===== src/source/afu_config.svh =====
`ifndef AFU_CONFIG_SVH
`define AFU_CONFIG_SVH

// mmio data bus and wed pointer width
`define AFU_DATA_WIDTH 64

// mmio word address width
`define AFU_MMIO_ADDR_WIDTH 24

// job error bits for command parity, mmio address parity and mmio data parity
`define AFU_ERROR_WIDTH 3

// cycles afu_rst_n stays low after the last request
`define AFU_RESET_CYCLES 4

// doubleword register map, bit 0 always clear
`define AFU_REG_CONTROL 24'h000000
`define AFU_REG_STATUS  24'h000002
`define AFU_REG_WED     24'h000004
`define AFU_REG_SCRATCH 24'h000006

`endif


===== src/source/afu_pkg.sv =====
`include "afu_config.svh"

package afu_pkg;

  // job commands from the host service layer
  typedef enum logic [1:0] {
    job_start    = 2'd0,
    job_reset    = 2'd1,
    job_timebase = 2'd2,
    job_none     = 2'd3
  } job_cmd_t;

  // one mmio data beat read as a doubleword or as two 32-bit words
  typedef union packed {
    logic [`AFU_DATA_WIDTH-1:0] dw;
    struct packed {
      logic [`AFU_DATA_WIDTH/2-1:0] hi;
      logic [`AFU_DATA_WIDTH/2-1:0] lo;
    } words;
  } mmio_data_t;

endpackage


===== src/source/cached_afu.sv =====
`timescale 1ns/1ns

`include "afu_config.svh"

module cached_afu
  import afu_pkg::*;
(
  input  logic                            clock,
  input  logic                            rst_n,
  // job control
  input  logic                            job_valid,
  input  job_cmd_t                        job_command,
  input  logic                            job_command_parity,
  input  logic [`AFU_DATA_WIDTH-1:0]      job_address,
  output logic                            job_running,
  output logic                            job_done,
  output logic [`AFU_ERROR_WIDTH-1:0]     job_error,
  // mmio
  input  logic                            mmio_valid,
  input  logic                            mmio_read,
  input  logic                            mmio_dw,
  input  logic [`AFU_MMIO_ADDR_WIDTH-1:0] mmio_address,
  input  logic                            mmio_address_parity,
  input  mmio_data_t                      mmio_data,
  input  logic                            mmio_data_parity,
  output logic                            mmio_ack,
  output mmio_data_t                      mmio_rdata,
  output logic                            mmio_rdata_parity,
  output logic                            timebase_request,
  output logic                            parity_enabled
);

  localparam int NUM_RESET_REQUESTS = 2;

  // index 0 from job, index 1 from mmio
  logic [NUM_RESET_REQUESTS-1:0] external_rst_n;
  logic                          afu_rst_n;
  logic                          reset_done;
  logic [1:0]                    mmio_errors;
  logic [`AFU_DATA_WIDTH-1:0]    wed_address;

  reset_control #(
    .NUM_EXTERNAL_RESETS(NUM_RESET_REQUESTS)
  ) reset_instant (
    .clock          (clock),
    .rst_n          (rst_n),
    .external_rst_n (external_rst_n),
    .afu_rst_n      (afu_rst_n),
    .reset_done     (reset_done)
  );

  mmio mmio_instant (
    .clock               (clock),
    .afu_rst_n           (afu_rst_n),
    .mmio_valid          (mmio_valid),
    .mmio_read           (mmio_read),
    .mmio_dw             (mmio_dw),
    .mmio_address        (mmio_address),
    .mmio_address_parity (mmio_address_parity),
    .mmio_data           (mmio_data),
    .mmio_data_parity    (mmio_data_parity),
    .job_running         (job_running),
    .wed_address         (wed_address),
    .mmio_ack            (mmio_ack),
    .mmio_rdata          (mmio_rdata),
    .mmio_rdata_parity   (mmio_rdata_parity),
    .mmio_errors         (mmio_errors),
    .parity_enabled      (parity_enabled),
    .reset_mmio          (external_rst_n[1])
  );

  job job_instant (
    .clock              (clock),
    .afu_rst_n          (afu_rst_n),
    .job_valid          (job_valid),
    .job_command        (job_command),
    .job_command_parity (job_command_parity),
    .job_address        (job_address),
    .mmio_errors        (mmio_errors),
    .parity_enabled     (parity_enabled),
    .reset_done         (reset_done),
    .job_running        (job_running),
    .job_done           (job_done),
    .job_error          (job_error),
    .timebase_request   (timebase_request),
    .reset_job          (external_rst_n[0]),
    .wed_address        (wed_address)
  );

endmodule


===== src/source/job.sv =====
`timescale 1ns/1ns

`include "afu_config.svh"

module job
  import afu_pkg::*;
(
  input  logic                        clock,
  input  logic                        afu_rst_n,
  input  logic                        job_valid,
  input  job_cmd_t                    job_command,
  input  logic                        job_command_parity,
  input  logic [`AFU_DATA_WIDTH-1:0]  job_address,
  input  logic [1:0]                  mmio_errors,
  input  logic                        parity_enabled,
  input  logic                        reset_done,
  output logic                        job_running,
  output logic                        job_done,
  output logic [`AFU_ERROR_WIDTH-1:0] job_error,
  output logic                        timebase_request,
  output logic                        reset_job,
  output logic [`AFU_DATA_WIDTH-1:0]  wed_address
);

  localparam logic STATE_IDLE    = 1'b0;
  localparam logic STATE_RUNNING = 1'b1;

  logic                        state;
  logic                        command_parity_error;
  logic                        command_accepted;
  logic                        start_accepted;
  logic [`AFU_ERROR_WIDTH-1:0] new_errors;

  // odd parity over the command field
  assign command_parity_error = job_valid && parity_enabled &&
                                !(^{job_command, job_command_parity});
  assign command_accepted = job_valid && !command_parity_error;
  assign start_accepted   = command_accepted && (job_command == job_start) &&
                            (state == STATE_IDLE);

  // bit 0 command, bit 1 mmio address, bit 2 mmio data
  assign new_errors = {mmio_errors[1], mmio_errors[0], command_parity_error};

  assign job_running = (state == STATE_RUNNING);

  always_ff @(posedge clock) begin
    if (!afu_rst_n) begin
      state            <= STATE_IDLE;
      job_done         <= 1'b0;
      job_error        <= '0;
      timebase_request <= 1'b0;
      reset_job        <= 1'b1;
    end else begin
      job_done         <= 1'b0;
      timebase_request <= 1'b0;
      reset_job        <= 1'b1;
      job_error        <= job_error | new_errors;

      // completion of a requested reset
      if (reset_done) begin
        job_done <= 1'b1;
      end

      case (state)
        STATE_IDLE: begin
          if (command_parity_error) begin
            job_done <= 1'b1;
          end else if (start_accepted) begin
            state <= STATE_RUNNING;
          end
        end
        STATE_RUNNING: begin
          // any error aborts the running job
          if (|new_errors) begin
            state    <= STATE_IDLE;
            job_done <= 1'b1;
          end
        end
        default: state <= STATE_IDLE;
      endcase

      if (command_accepted) begin
        case (job_command)
          job_reset:    reset_job <= 1'b0;
          job_timebase: timebase_request <= 1'b1;
          // start handled by the state machine above
          job_start:    ;
          job_none:     ;
          default:      ;
        endcase
      end
    end
  end

  // wed pointer captured when a job starts
  always_ff @(posedge clock) begin
    if (start_accepted) begin
      wed_address <= job_address;
    end
  end

endmodule


===== src/source/mmio.sv =====
`timescale 1ns/1ns

`include "afu_config.svh"

module mmio
  import afu_pkg::*;
(
  input  logic                            clock,
  input  logic                            afu_rst_n,
  input  logic                            mmio_valid,
  input  logic                            mmio_read,
  input  logic                            mmio_dw,
  input  logic [`AFU_MMIO_ADDR_WIDTH-1:0] mmio_address,
  input  logic                            mmio_address_parity,
  input  mmio_data_t                      mmio_data,
  input  logic                            mmio_data_parity,
  input  logic                            job_running,
  input  logic [`AFU_DATA_WIDTH-1:0]      wed_address,
  output logic                            mmio_ack,
  output mmio_data_t                      mmio_rdata,
  output logic                            mmio_rdata_parity,
  output logic [1:0]                      mmio_errors,
  output logic                            parity_enabled,
  output logic                            reset_mmio
);

  logic [`AFU_MMIO_ADDR_WIDTH-1:0] dw_address;
  logic                            word_hi;
  logic                            address_parity_error;
  logic                            data_parity_error;
  logic                            write_enable;
  logic [`AFU_DATA_WIDTH/2-1:0]    read_word;

  mmio_data_t scratch;
  mmio_data_t control_value;
  mmio_data_t status_value;
  mmio_data_t wed_value;
  mmio_data_t register_value;
  mmio_data_t read_value;
  mmio_data_t control_next;
  mmio_data_t scratch_next;

  // word writes carry the data duplicated, so the matching half is taken
  function automatic mmio_data_t merge_write(mmio_data_t old_value, mmio_data_t wdata,
                                             logic dw, logic hi);
    mmio_data_t result;
    result = old_value;
    if (dw) begin
      result = wdata;
    end else if (hi) begin
      result.words.hi = wdata.words.hi;
    end else begin
      result.words.lo = wdata.words.lo;
    end
    return result;
  endfunction

  assign dw_address = {mmio_address[`AFU_MMIO_ADDR_WIDTH-1:1], 1'b0};
  assign word_hi    = mmio_address[0];

  // odd parity means a good field has an odd count of ones
  assign address_parity_error = mmio_valid && parity_enabled &&
                                !(^{mmio_address, mmio_address_parity});
  assign data_parity_error    = mmio_valid && !mmio_read && parity_enabled &&
                                !(^{mmio_data.dw, mmio_data_parity});
  assign write_enable = mmio_valid && !mmio_read && !address_parity_error &&
                        !data_parity_error;

  // soft reset bit always reads back as 0
  assign control_value.dw = {{(`AFU_DATA_WIDTH-1){1'b0}}, parity_enabled};
  assign status_value.dw  = {{(`AFU_DATA_WIDTH-1){1'b0}}, job_running};
  assign wed_value.dw     = wed_address;

  assign control_next = merge_write(control_value, mmio_data, mmio_dw, word_hi);
  assign scratch_next = merge_write(scratch, mmio_data, mmio_dw, word_hi);

  always_comb begin
    case (dw_address)
      `AFU_REG_CONTROL: register_value = control_value;
      `AFU_REG_STATUS:  register_value = status_value;
      `AFU_REG_WED:     register_value = wed_value;
      `AFU_REG_SCRATCH: register_value = scratch;
      default:          register_value = '1;
    endcase
    read_word  = word_hi ? register_value.words.hi : register_value.words.lo;
    read_value = register_value;
    if (!mmio_dw) begin
      read_value.words.hi = read_word;
      read_value.words.lo = read_word;
    end
  end

  always_ff @(posedge clock) begin
    if (!afu_rst_n) begin
      mmio_ack       <= 1'b0;
      mmio_errors    <= 2'b00;
      parity_enabled <= 1'b0;
      reset_mmio     <= 1'b1;
      scratch        <= '0;
    end else begin
      mmio_ack    <= mmio_valid;
      mmio_errors <= {data_parity_error, address_parity_error};
      reset_mmio  <= 1'b1;
      if (write_enable) begin
        case (dw_address)
          `AFU_REG_CONTROL: begin
            parity_enabled <= control_next.dw[0];
            reset_mmio     <= !control_next.dw[1];
          end
          `AFU_REG_SCRATCH: scratch <= scratch_next;
          // status, wed and unmapped addresses drop writes
          default: ;
        endcase
      end
    end
  end

  always_ff @(posedge clock) begin
    if (mmio_valid && mmio_read) begin
      mmio_rdata <= read_value;
    end
  end

  assign mmio_rdata_parity = ~^mmio_rdata.dw;

endmodule


===== src/source/reset_control.sv =====
`timescale 1ns/1ns

`include "afu_config.svh"

module reset_control #(
  parameter int NUM_EXTERNAL_RESETS = 2
) (
  input  logic                           clock,
  input  logic                           rst_n,
  input  logic [NUM_EXTERNAL_RESETS-1:0] external_rst_n,
  output logic                           afu_rst_n,
  output logic                           reset_done
);

  localparam int COUNT_WIDTH = $clog2(`AFU_RESET_CYCLES + 1);
  localparam logic [COUNT_WIDTH-1:0] RESET_LOAD = COUNT_WIDTH'(`AFU_RESET_CYCLES);
  localparam logic [COUNT_WIDTH-1:0] LAST_COUNT = COUNT_WIDTH'(1);

  logic [COUNT_WIDTH-1:0] count;
  logic                   from_external;

  always_ff @(posedge clock) begin
    if (!rst_n) begin
      count         <= RESET_LOAD;
      from_external <= 1'b0;
      reset_done    <= 1'b0;
    end else if (!(&external_rst_n)) begin
      // a held request keeps reloading the stretch
      count         <= RESET_LOAD;
      from_external <= 1'b1;
      reset_done    <= 1'b0;
    end else begin
      // only internally requested resets report completion
      reset_done <= from_external && (count == LAST_COUNT);
      if (count == LAST_COUNT) begin
        from_external <= 1'b0;
      end
      if (count != '0) begin
        count <= count - 1'b1;
      end
    end
  end

  assign afu_rst_n = (count == '0);

endmodule


===== config.mk =====
export PLATFORM = sky130hd
export DESIGN_NAME = cached_afu
export DESIGN_NICKNAME = d
export VERILOG_FILES = /design/src/source/afu_pkg.sv /design/src/source/cached_afu.sv /design/src/source/job.sv /design/src/source/mmio.sv /design/src/source/reset_control.sv
export VERILOG_INCLUDE_DIRS = /design/src /design/src/source
export SDC_FILE = /design/constraint.sdc
export NUM_CORES = 1
export LEC_CHECK = 0
export ABC_CLOCK_PERIOD_IN_PS = 17500
export BUFFER_PORTS_ARGS = -buffer_cell sky130_fd_sc_hd__clkbuf_2
export CAP_MARGIN = 20
export CORE_ASPECT_RATIO = 0.9
export CORE_MARGIN = 5
export CORE_UTILIZATION = 58
export CTS_CLUSTER_SIZE = 24
export DETAILED_ROUTE_END_ITERATION = 16
export PLACE_DENSITY_LB_ADDON = 0.05
export SETUP_SLACK_MARGIN = 0.5
export SYNTH_ARGS = -nofsm -noshare
export SYNTH_HDL_FRONTEND = slang
export SYNTH_SLANG_ARGS = --single-unit

===== constraint.sdc =====
create_clock -name clock -period 17.5 [get_ports clock]
set_input_delay 0.875 -clock clock [delete_from_list [all_inputs] [get_ports clock]]
set_output_delay 0.875 -clock clock [all_outputs]
set_load 0.05 [all_outputs]

==> summary.txt, run 1 <==
Run status
  • Status: complete, no violations

Logic synthesis
  • Post-synth top cells: mux2i_1, edfxtp_1, xnor2_1, dfxtp_1, nor2_1
  • Yosys reg bits: 209
  • EDFF count, synth: 128
  • Top-count cell post-synth: mux2i_1
  • Synth Net Count: between 900 and 1000
  • Dominant cell type by area after synthesis: edfxtp_1
  • Syn_area_per_cell: 12.90 um2
  • Synth area leaders: edfxtp_1, dfxtp_1, mux2i_1, xnor2_1, a221oi_1
  • Register area share after synthesis: roughly 56%
  • Synth Flop Type: edfxtp_1
  • Post-synthesis async set-or-reset flop share: 0%
  • Syn Inst Count: roughly 750
  • Top cell type's share of synthesized area: 39.66%
  • Cell Area, Synth: 9691 um2
  • Syn. warnings: 0
  • Yosys cell types: 33

Clock tree
  • H-Tree Depth: 1
  • Root Buffer Master: clkbuf_16
  • Maximum root-to-sink buffer count: 3
  • Clock sinks: 209
  • Total CTS buffers: 22
  • Post CTS Setup Buffer Count: 0
  • TritonCTS clock tree: yes
  • Worst-path clk slew: around 0.060 ns
  • Hold buffers post-CTS: 0
  • Worst skew pair latency: 0.50 ns
  • Post-CTS resize count: 0

Final layout
  • Post-route cell area: ~12000 um2
  • Nets@finish: 1158
  • Area Growth Syn to Fin: 21.33%
  • Fillers: 1170
  • Share of layout cells above drive strength 1: 29.28%
  • Inserted Diodes: 0

Pwr
  • Sw power: 391.9 uW
  • Power Dens Cells: 113.1 nW/um2
  • Register share of total power: 41.4%
  • Combinational fraction of design power: 22.9%
  • Maximum vdd drop: about 80 uV
  • Pint: 937.9 uW
  • Clock share of power: 35.7%
  • Static Leakage: 0.004548 uW
  • Net Sw Frac: approximately 29%

Timing
  • Fin. max-slew vios: 0
  • Final setup margin: 13.43 ns
  • Slew headroom: about two fifths
  • Final setup viols: 0
  • Clock Skew: around 0.010 ns
  • Hold Fails Final Rpt: 0
  • Setup total negative slack: 0 ns
  • RSZ-0062 raised after global routing: false
  • Hold WS: 0.4399 ns
  • Peak Freq: between 200 and 250 MHz
  • Final Cycle Share: 23.28%
  • Actual slew at the worst max-slew pin: 0.9022 ns
  • Tmin final: 4.075 ns

Worst setup path
  • CP dominant cell by count: buf_4
  • Crit start category: input port
  • Slowest CP cell: a211oi_4
  • Crit-path max FO: 64
  • CP required: about 18 ns
  • Worst setup path class: input port to flip-flop
  • Critical Path Sink Type: flip-flop
  • CP arrival: approximately 4.4 ns
  • Critical path, cell by cell: clkbuf_2 > inv_1 > ha_1 > nand4b_1 > nor3_1 > and2_2 > buf_4 > nand2_1 > a211oi_4 > buf_4 > mux2i_1 > nor2_1
  • Slowest cell delay on critical path: just over 0.7 ns

Drt
  • First drt pass iteration count: 7
  • Total wire length: 24550 um
  • DRC viols: 0
  • Vias/cell: 5.715
  • Iter 0 DRT Violations: 586
  • Routed Antenna Nets: 0
  • Via Count: 6864
  • Drt wl/cell: 20.44 um

Hold path
  • Worst hold path type: flip-flop to flip-flop

Placement
  • Port Buffer Count: 235
  • Post-DP HPWL: 17280 um
  • Gpl congestion: around 0.81
  • Dpl ws: around 13 ns
  • Post-DP Area: ~11000 um2

Floorplan
  • Die Height: 132.6 um
  • Die area: 19400 um2
  • Initial Util: 59.47%
  • Core area: roughly 16000 um2
  • Die W: approximately 150 um
  • Row count: 44
  • I/O pins: 236

GRT
  • Largest net degree at the start of global routing: 68
  • Grt ovf: 0
  • First-pass GRT wire length: 38470 um
  • GRT Resource Usage Total: around a quarter
  • Vias in the first global route: roughly 7200
  • Initial antenna violation count: 0

Job
  • Max-Cap Viols: 0
[metrics by stage]
stage	power (uW)	utilization [%]	cells
finish	1330	72.15	1201
global route	1375	72.15	1201
CTS	1339	72.15	1201
detailed placement	867.1	67.57	1161
global placement	860.3	67.57	1161
floorplan	783.6	-	751
[power by group through the flow]
stage | sequential [uW] | clock, uW | combinational (uW)
CTS | 551 | 479 | 309
global placement | 560 | 0 | 300
floorplan | 590 | 0 | 194
finish | 551 | 474 | 305
global route | 552 | 499 | 324
detailed placement | 561 | 0 | 306
[final timing paths]
path	slack, ns	from	depth (start not counted)	endpoint
worst min register to register	0.44	job_instant.reset_job	1	reset_instant.from_external
worst min-delay path	0.44	job_instant.reset_job	1	reset_instant.from_external
worst max register to register	14.89	mmio_instant.parity_enabled	6	mmio_instant.scratch[29]
worst max-delay path	13.43	mmio_address[13]	12	mmio_instant.scratch[29]
[metal layers]
layer,vias up,wire length (um),track usage (%)
li1,3180,-,-
met4,0,662,6.479
met3,43,2177,5.062
met5,-,0,0
met1,3304,9999,33.32
met2,337,11710,41.24
[area by class of cell]
| cell class | instances | area (um2) | area share (%) |
|---|---|---|---|
| Multi-Input combinational cell | 469 | 3919 | 33.33 |
| Tap cell | 207 | 259.0 | 2.203 |
| Sequential cell | 209 | 5465 | 46.48 |
| Clock buffer | 25 | 593.1 | 5.044 |
| Clock inverter | 15 | 153.9 | 1.309 |
| Inverter | 31 | 116.4 | 0.9897 |
| Timing Repair Buffer | 245 | 1251 | 10.64 |
[kinds of logic after synthesis]
family                     synth area share [%]
AOI/OAI and AO/OA                         7.076
xor gates and xnor gates                  13.07
buffers and inverters                     3.525
DFF                                       56.40
and+or+nand+nor                           4.416
muxes                                     13.32
adders and majority gates                 2.195
[flip-flops by register name (all words and copies together) (netlist names), 2 cells and up]
name / flops
job_instant.job_error: 3
job_instant.wed_address: 64
mmio_instant.mmio_errors: 2
mmio_instant.mmio_rdata: 64
mmio_instant.scratch: 64
reset_instant.count: 3
[worst max-delay path, delay by kind of cell]
family | cells | cell delay [ns]
adder cells (fa/ha/maj) | 1 | 0.14
AND/OR/NAND/NOR | 5 | 1.13
multiplexers | 1 | 0.24
buffers and inverters | 4 | 1.22
AO/OA/AOI/OAI | 1 | 0.72
[placed cells by master (no fill, tap or decap), types with 2 or more instances in the layout]
cell type	count
mux2i_1	129
dfxtp_1	81
a21oi_1	4
inv_1	31
nor2_1	75
nor3_1	2
clkbuf_16	23
inv_6	2
nand2_1	5
a221oi_1	63
nand3_1	4
ha_1	17
buf_4	10
edfxtp_1	128
and2_2	3
xor2_1	18
xnor2_1	122
bufinv_16	3
a31oi_1	3
a22oi_1	2
clkinv_1	5
a211oi_4	2
clkbuf_2	235
o21ai_0	3
clkinv_2	4
(Power assumes the default switching activity.)
==> inputs of run 2 (changes only) <==
ABC_AREA = 1   (was default)
ABC_CLOCK_PERIOD_IN_PS = 4100   (was 17500)
CORE_UTILIZATION = 56   (was 58)
clock period = 4.1 ns   (was 17.5 ns; I/O delays follow)
==> summary.txt, run 2 <==
Placement
  • Dpl ws: 1.235 ns (-11.78 ns)
  • Gpl congestion: 0.9240 (+14%)
  • Port Buffer Count: 235 (unchanged)
  • Post-DP HPWL: 23090 um (+34%)

Final layout
  • Most frequent cells in the layout: nand2_1, inv_1, clkbuf_2
  • Fillers: 1801 (+54%)
  • Sequential cell area: 5465 um2 (unchanged)
  • Share of layout cells above drive strength 1: 15.84% (-13 points)
  • Area Growth Syn to Fin: 23.11%
  • Regs by FF count: job_instant.wed_address (64), mmio_instant.mmio_rdata (64), mmio_instant.scratch (64)
  • Commonest non-fill, non-tap cell in the layout: nand2_1
  • Multi-input gate area: 5213 um2 (+33%)
  • Nets@finish: 2071 (+79%)

Pwr
  • Register share of total power: 40.9% (-0.5 points)
  • Clock share of power: 36.2% (+0.5 points)
  • Power Dens Cells: 384.2 nW/um2 (+240%)
  • Sw power: 1704 uW (+330%)
  • Combinational fraction of design power: 22.9% (about the same)
  • Maximum vdd drop: 603.9 uV (+650%)
  • Net Sw Frac: 29.66% (+0.19 points)
  • Static Leakage: 0.006603 uW (+45%)
  • Pint: 4042 uW (+330%)

Drt
  • First drt pass iteration count: 5 (-2)
  • Vias/cell: 5.005 (-12%)
  • Drt wl/cell: 14.56 um (-29%)
  • DRC viols: 0 (unchanged)
  • Routed Antenna Nets: 0 (unchanged)
  • Total wire length: 32010 um (+30%)
  • Via Count: 11005 (+60%)
  • Iter 0 DRT Violations: 727 (+24%)

GRT
  • Met2 GRT Util: 39.37% (-1.9 points)
  • Grt ovf: 0 (unchanged)
  • Vias in the first global route: 9951 (+39%)
  • Met3 Use GR: 4.379% (-0.68 points)
  • Largest net degree at the start of global routing: 69 (+1.5%)
  • Grt peak-use layer: met2
  • GRT Resource Usage Total: 25.39% (+0.65 points)
  • First-pass GRT wire length: 49910 um (+30%)
  • Grt met1 use: 37.48% (+4.2 points)
  • Initial antenna violation count: 1 (+1)

Timing
  • Setup total negative slack: 0 ns (unchanged)
  • Slew headroom: 34.96% (-4.9 points)
  • Final Cycle Share: 64.77%
  • Clock Skew: 0.01044 ns (+0.0004519 ns)
  • Peak Freq: 376.6 MHz
  • Tmin final: 2.656 ns
  • Hold Fails Final Rpt: 0 (unchanged)
  • RSZ-0062 raised after global routing: false
  • Fin. max-slew vios: 0 (unchanged)
  • Final setup margin: 1.444 ns (-11.98 ns)
  • Final setup viols: 0 (unchanged)
  • Actual slew at the worst max-slew pin: 0.9755 ns (+0.07335 ns)

Job
  • Max-Cap Viols: 0 (unchanged)

Floorplan
  • Die area: 24740 um2 (+28%)
  • I/O pins: 236 (unchanged)
  • Core area: 21500 um2 (+32%)
  • Die W: 165.2 um (+13%)
  • Initial Util: 56.48% (-3.0 points)
  • Row count: 51 (+16%)
  • Die Height: 149.7 um (+13%)

Worst setup path
  • Worst r2r path cells: 4 (-2)
  • CP arrival: 3.02 ns (-1.40 ns)
  • Crit-path max FO: 67 (+4.7%)
  • Critical Path Sink Type: flip-flop
  • R2R Path Start: mmio_instant.parity_enabled
  • CP required: 4.47 ns (-13.37 ns)
  • R2r setup slk: 2.06 ns (-12.83 ns)
  • Worst reg2reg path endpoint: job_instant.wed_address[9]
  • Crit start category: input port
  • Worst setup path class: input port to flip-flop

Hold path
  • Hold path start: job_command[0]
  • Hold EP: job_instant.reset_job
  • WHS Path Cells: 3 (+2)
  • Worst hold path type: input port to flip-flop

Logic synthesis
  • Post-Synth Adder-Cell Area: 1.751% (-0.44 points)
  • Synth Area in Compound Gates: 7.509% (+0.43 points)
  • Synth Net Count: 1805 (+94%)
  • Register area share after synthesis: 44.99% (-11 points)
  • Synth Area in Simple Gates: 26.64% (+22 points)
  • Synth Flop Type: edfxtp_1
  • Syn_area_per_cell: 7.475 um2 (-42%)
  • Top cell type's share of synthesized area: 31.64% (-8.0 points)
  • Post-synthesis async set-or-reset flop share: 0% (unchanged)
  • Largest family of logic cells by synthesized area: simple AND/OR/NAND/NOR gates
  • EDFF count, synth: 128 (unchanged)
  • Synth area leaders: edfxtp_1, nand2_1, dfxtp_1, inv_1, xnor2_1
  • Post-synth top cells: nand2_1, inv_1, edfxtp_1, nor2_1, dfxtp_1
  • Yosys cell types: 32 (-3.0%)
  • Dominant cell type by area after synthesis: edfxtp_1
  • Post-synthesis mux area share: 0% (-13 points)
  • Syn. warnings: 0 (unchanged)
  • Syn Inst Count: 1625 (+120%)
  • Top-count cell post-synth: nand2_1
  • Synth Area in XOR/XNOR: 6.562% (-6.5 points)
  • Yosys reg bits: 209 (unchanged)
  • Cell Area, Synth: 12150 um2 (+25%)

Clock tree
  • Total CTS buffers: 23 (+4.5%)
  • Root Buffer Master: clkbuf_16
  • Worst-path clk slew: 0.06 ns (about the same)
  • TritonCTS clock tree: yes
  • Clock sinks: 209 (unchanged)
  • Post CTS Setup Buffer Count: 0 (unchanged)
  • Hold buffers post-CTS: 67 (+67)
  • Worst skew pair latency: 0.50 ns (about the same)
  • Maximum root-to-sink buffer count: 3 (unchanged)
  • Post-CTS resize count: 0 (unchanged)
  • H-Tree Depth: 1 (unchanged)

Run status
  • Status: complete, no violations
==> run 2: cell types whose count changed in the layout (fill, tap and decap cells not counted), moves of 55 or more <==
cell           change
xnor2_1           -55
nand4_1           +68
nand2_1          +527
nand3_1           +63
a221oi_1          -63
inv_1            +277
dlygate4sd3_1     +67
a22oi_1           +61
mux2i_1          -129
==> run 2: cell families (layout without fill, tap and decap cells) <==
logic type,count (synthesis),count (layout)
AND/OR/NAND/NOR,775,775
buffers and inverters,386,668
adder cells (fa/ha/maj),17,17
flip-flops,209,209
AO/OA/AOI/OAI,147,147
XOR/XNOR,91,91
other,0,1
==> run 2: stage by stage <==
stage          std cells  power, uW  hold slack [ns]  util, %  area, um2
3_3_place_gp        2089       3624           0.3822    62.68      13480
5_1_grt             2198       6011          0.06938    69.53      14950
6_report            2199       5746          0.04961    69.54      14950
4_1_cts             2197       5774          0.03552    69.44      14930
3_5_place_dp        2089       3644           0.3836    62.68      13480
2_1_floorplan       1625       3323           0.2881        -      12160
==> run 2: how the worst max path moves through the flow <==
stage,cells after the start,endpoint,startpoint
after global routing,18,mmio_instant.reset_mmio,mmio_data[1]
final,18,mmio_instant.reset_mmio,mmio_data[1]
after CTS,18,mmio_instant.reset_mmio,mmio_data[1]
after detailed placement,13,mmio_instant.mmio_rdata[46],mmio_address[17]
after floorplan,6,job_instant.wed_address[0],job_command[1]
after global placement,13,mmio_instant.mmio_rdata[16],mmio_address[17]
==> run 2: final cells by class <==
type / count / share of cell area (%)
diodes: 1 / 0.01673
repair buffers: 315 / 13.09
inverters: 312 / 7.831
multi-input cells: 1030 / 34.86
clock buffers: 31 / 4.526
flip-flops and latches: 209 / 36.55
clock inverters: 10 / 0.7028
well taps: 291 / 2.435
==> run 2: critical path, stage by stage <==
cell and delay, ns:
dlygate4sd3_1 0.52, clkbuf_2 0.17, xor2_1 0.20, nand2_1 0.08, nand2_1 0.09, nand2_1 0.05, nand2_1 0.08, nand2_1 0.05
nand2_1 0.07, nand2_1 0.05, nand2_1 0.13, inv_1 0.07, nand2_1 0.06, nand3_1 0.10, nand3_4 0.12, buf_4 0.56
nand3_1 0.21, nand3b_1 0.21
==> run 2: routing by layer <==
layer	vias to the layer above	routed length, um
li1	5645	-
met4	2	635
met2	412	14050
met5	-	11
met3	48	3069
met1	4898	14240
==> run 2: power groups by stage <==
stage          clock network, uW  logic (uW)  registers, uW
4_1_cts                     2120        1310           2350
6_report                    2080        1320           2350
3_5_place_dp                   0        1250           2390
5_1_grt                     2200        1450           2360
2_1_floorplan                  0         805           2520
3_3_place_gp                   0        1230           2390
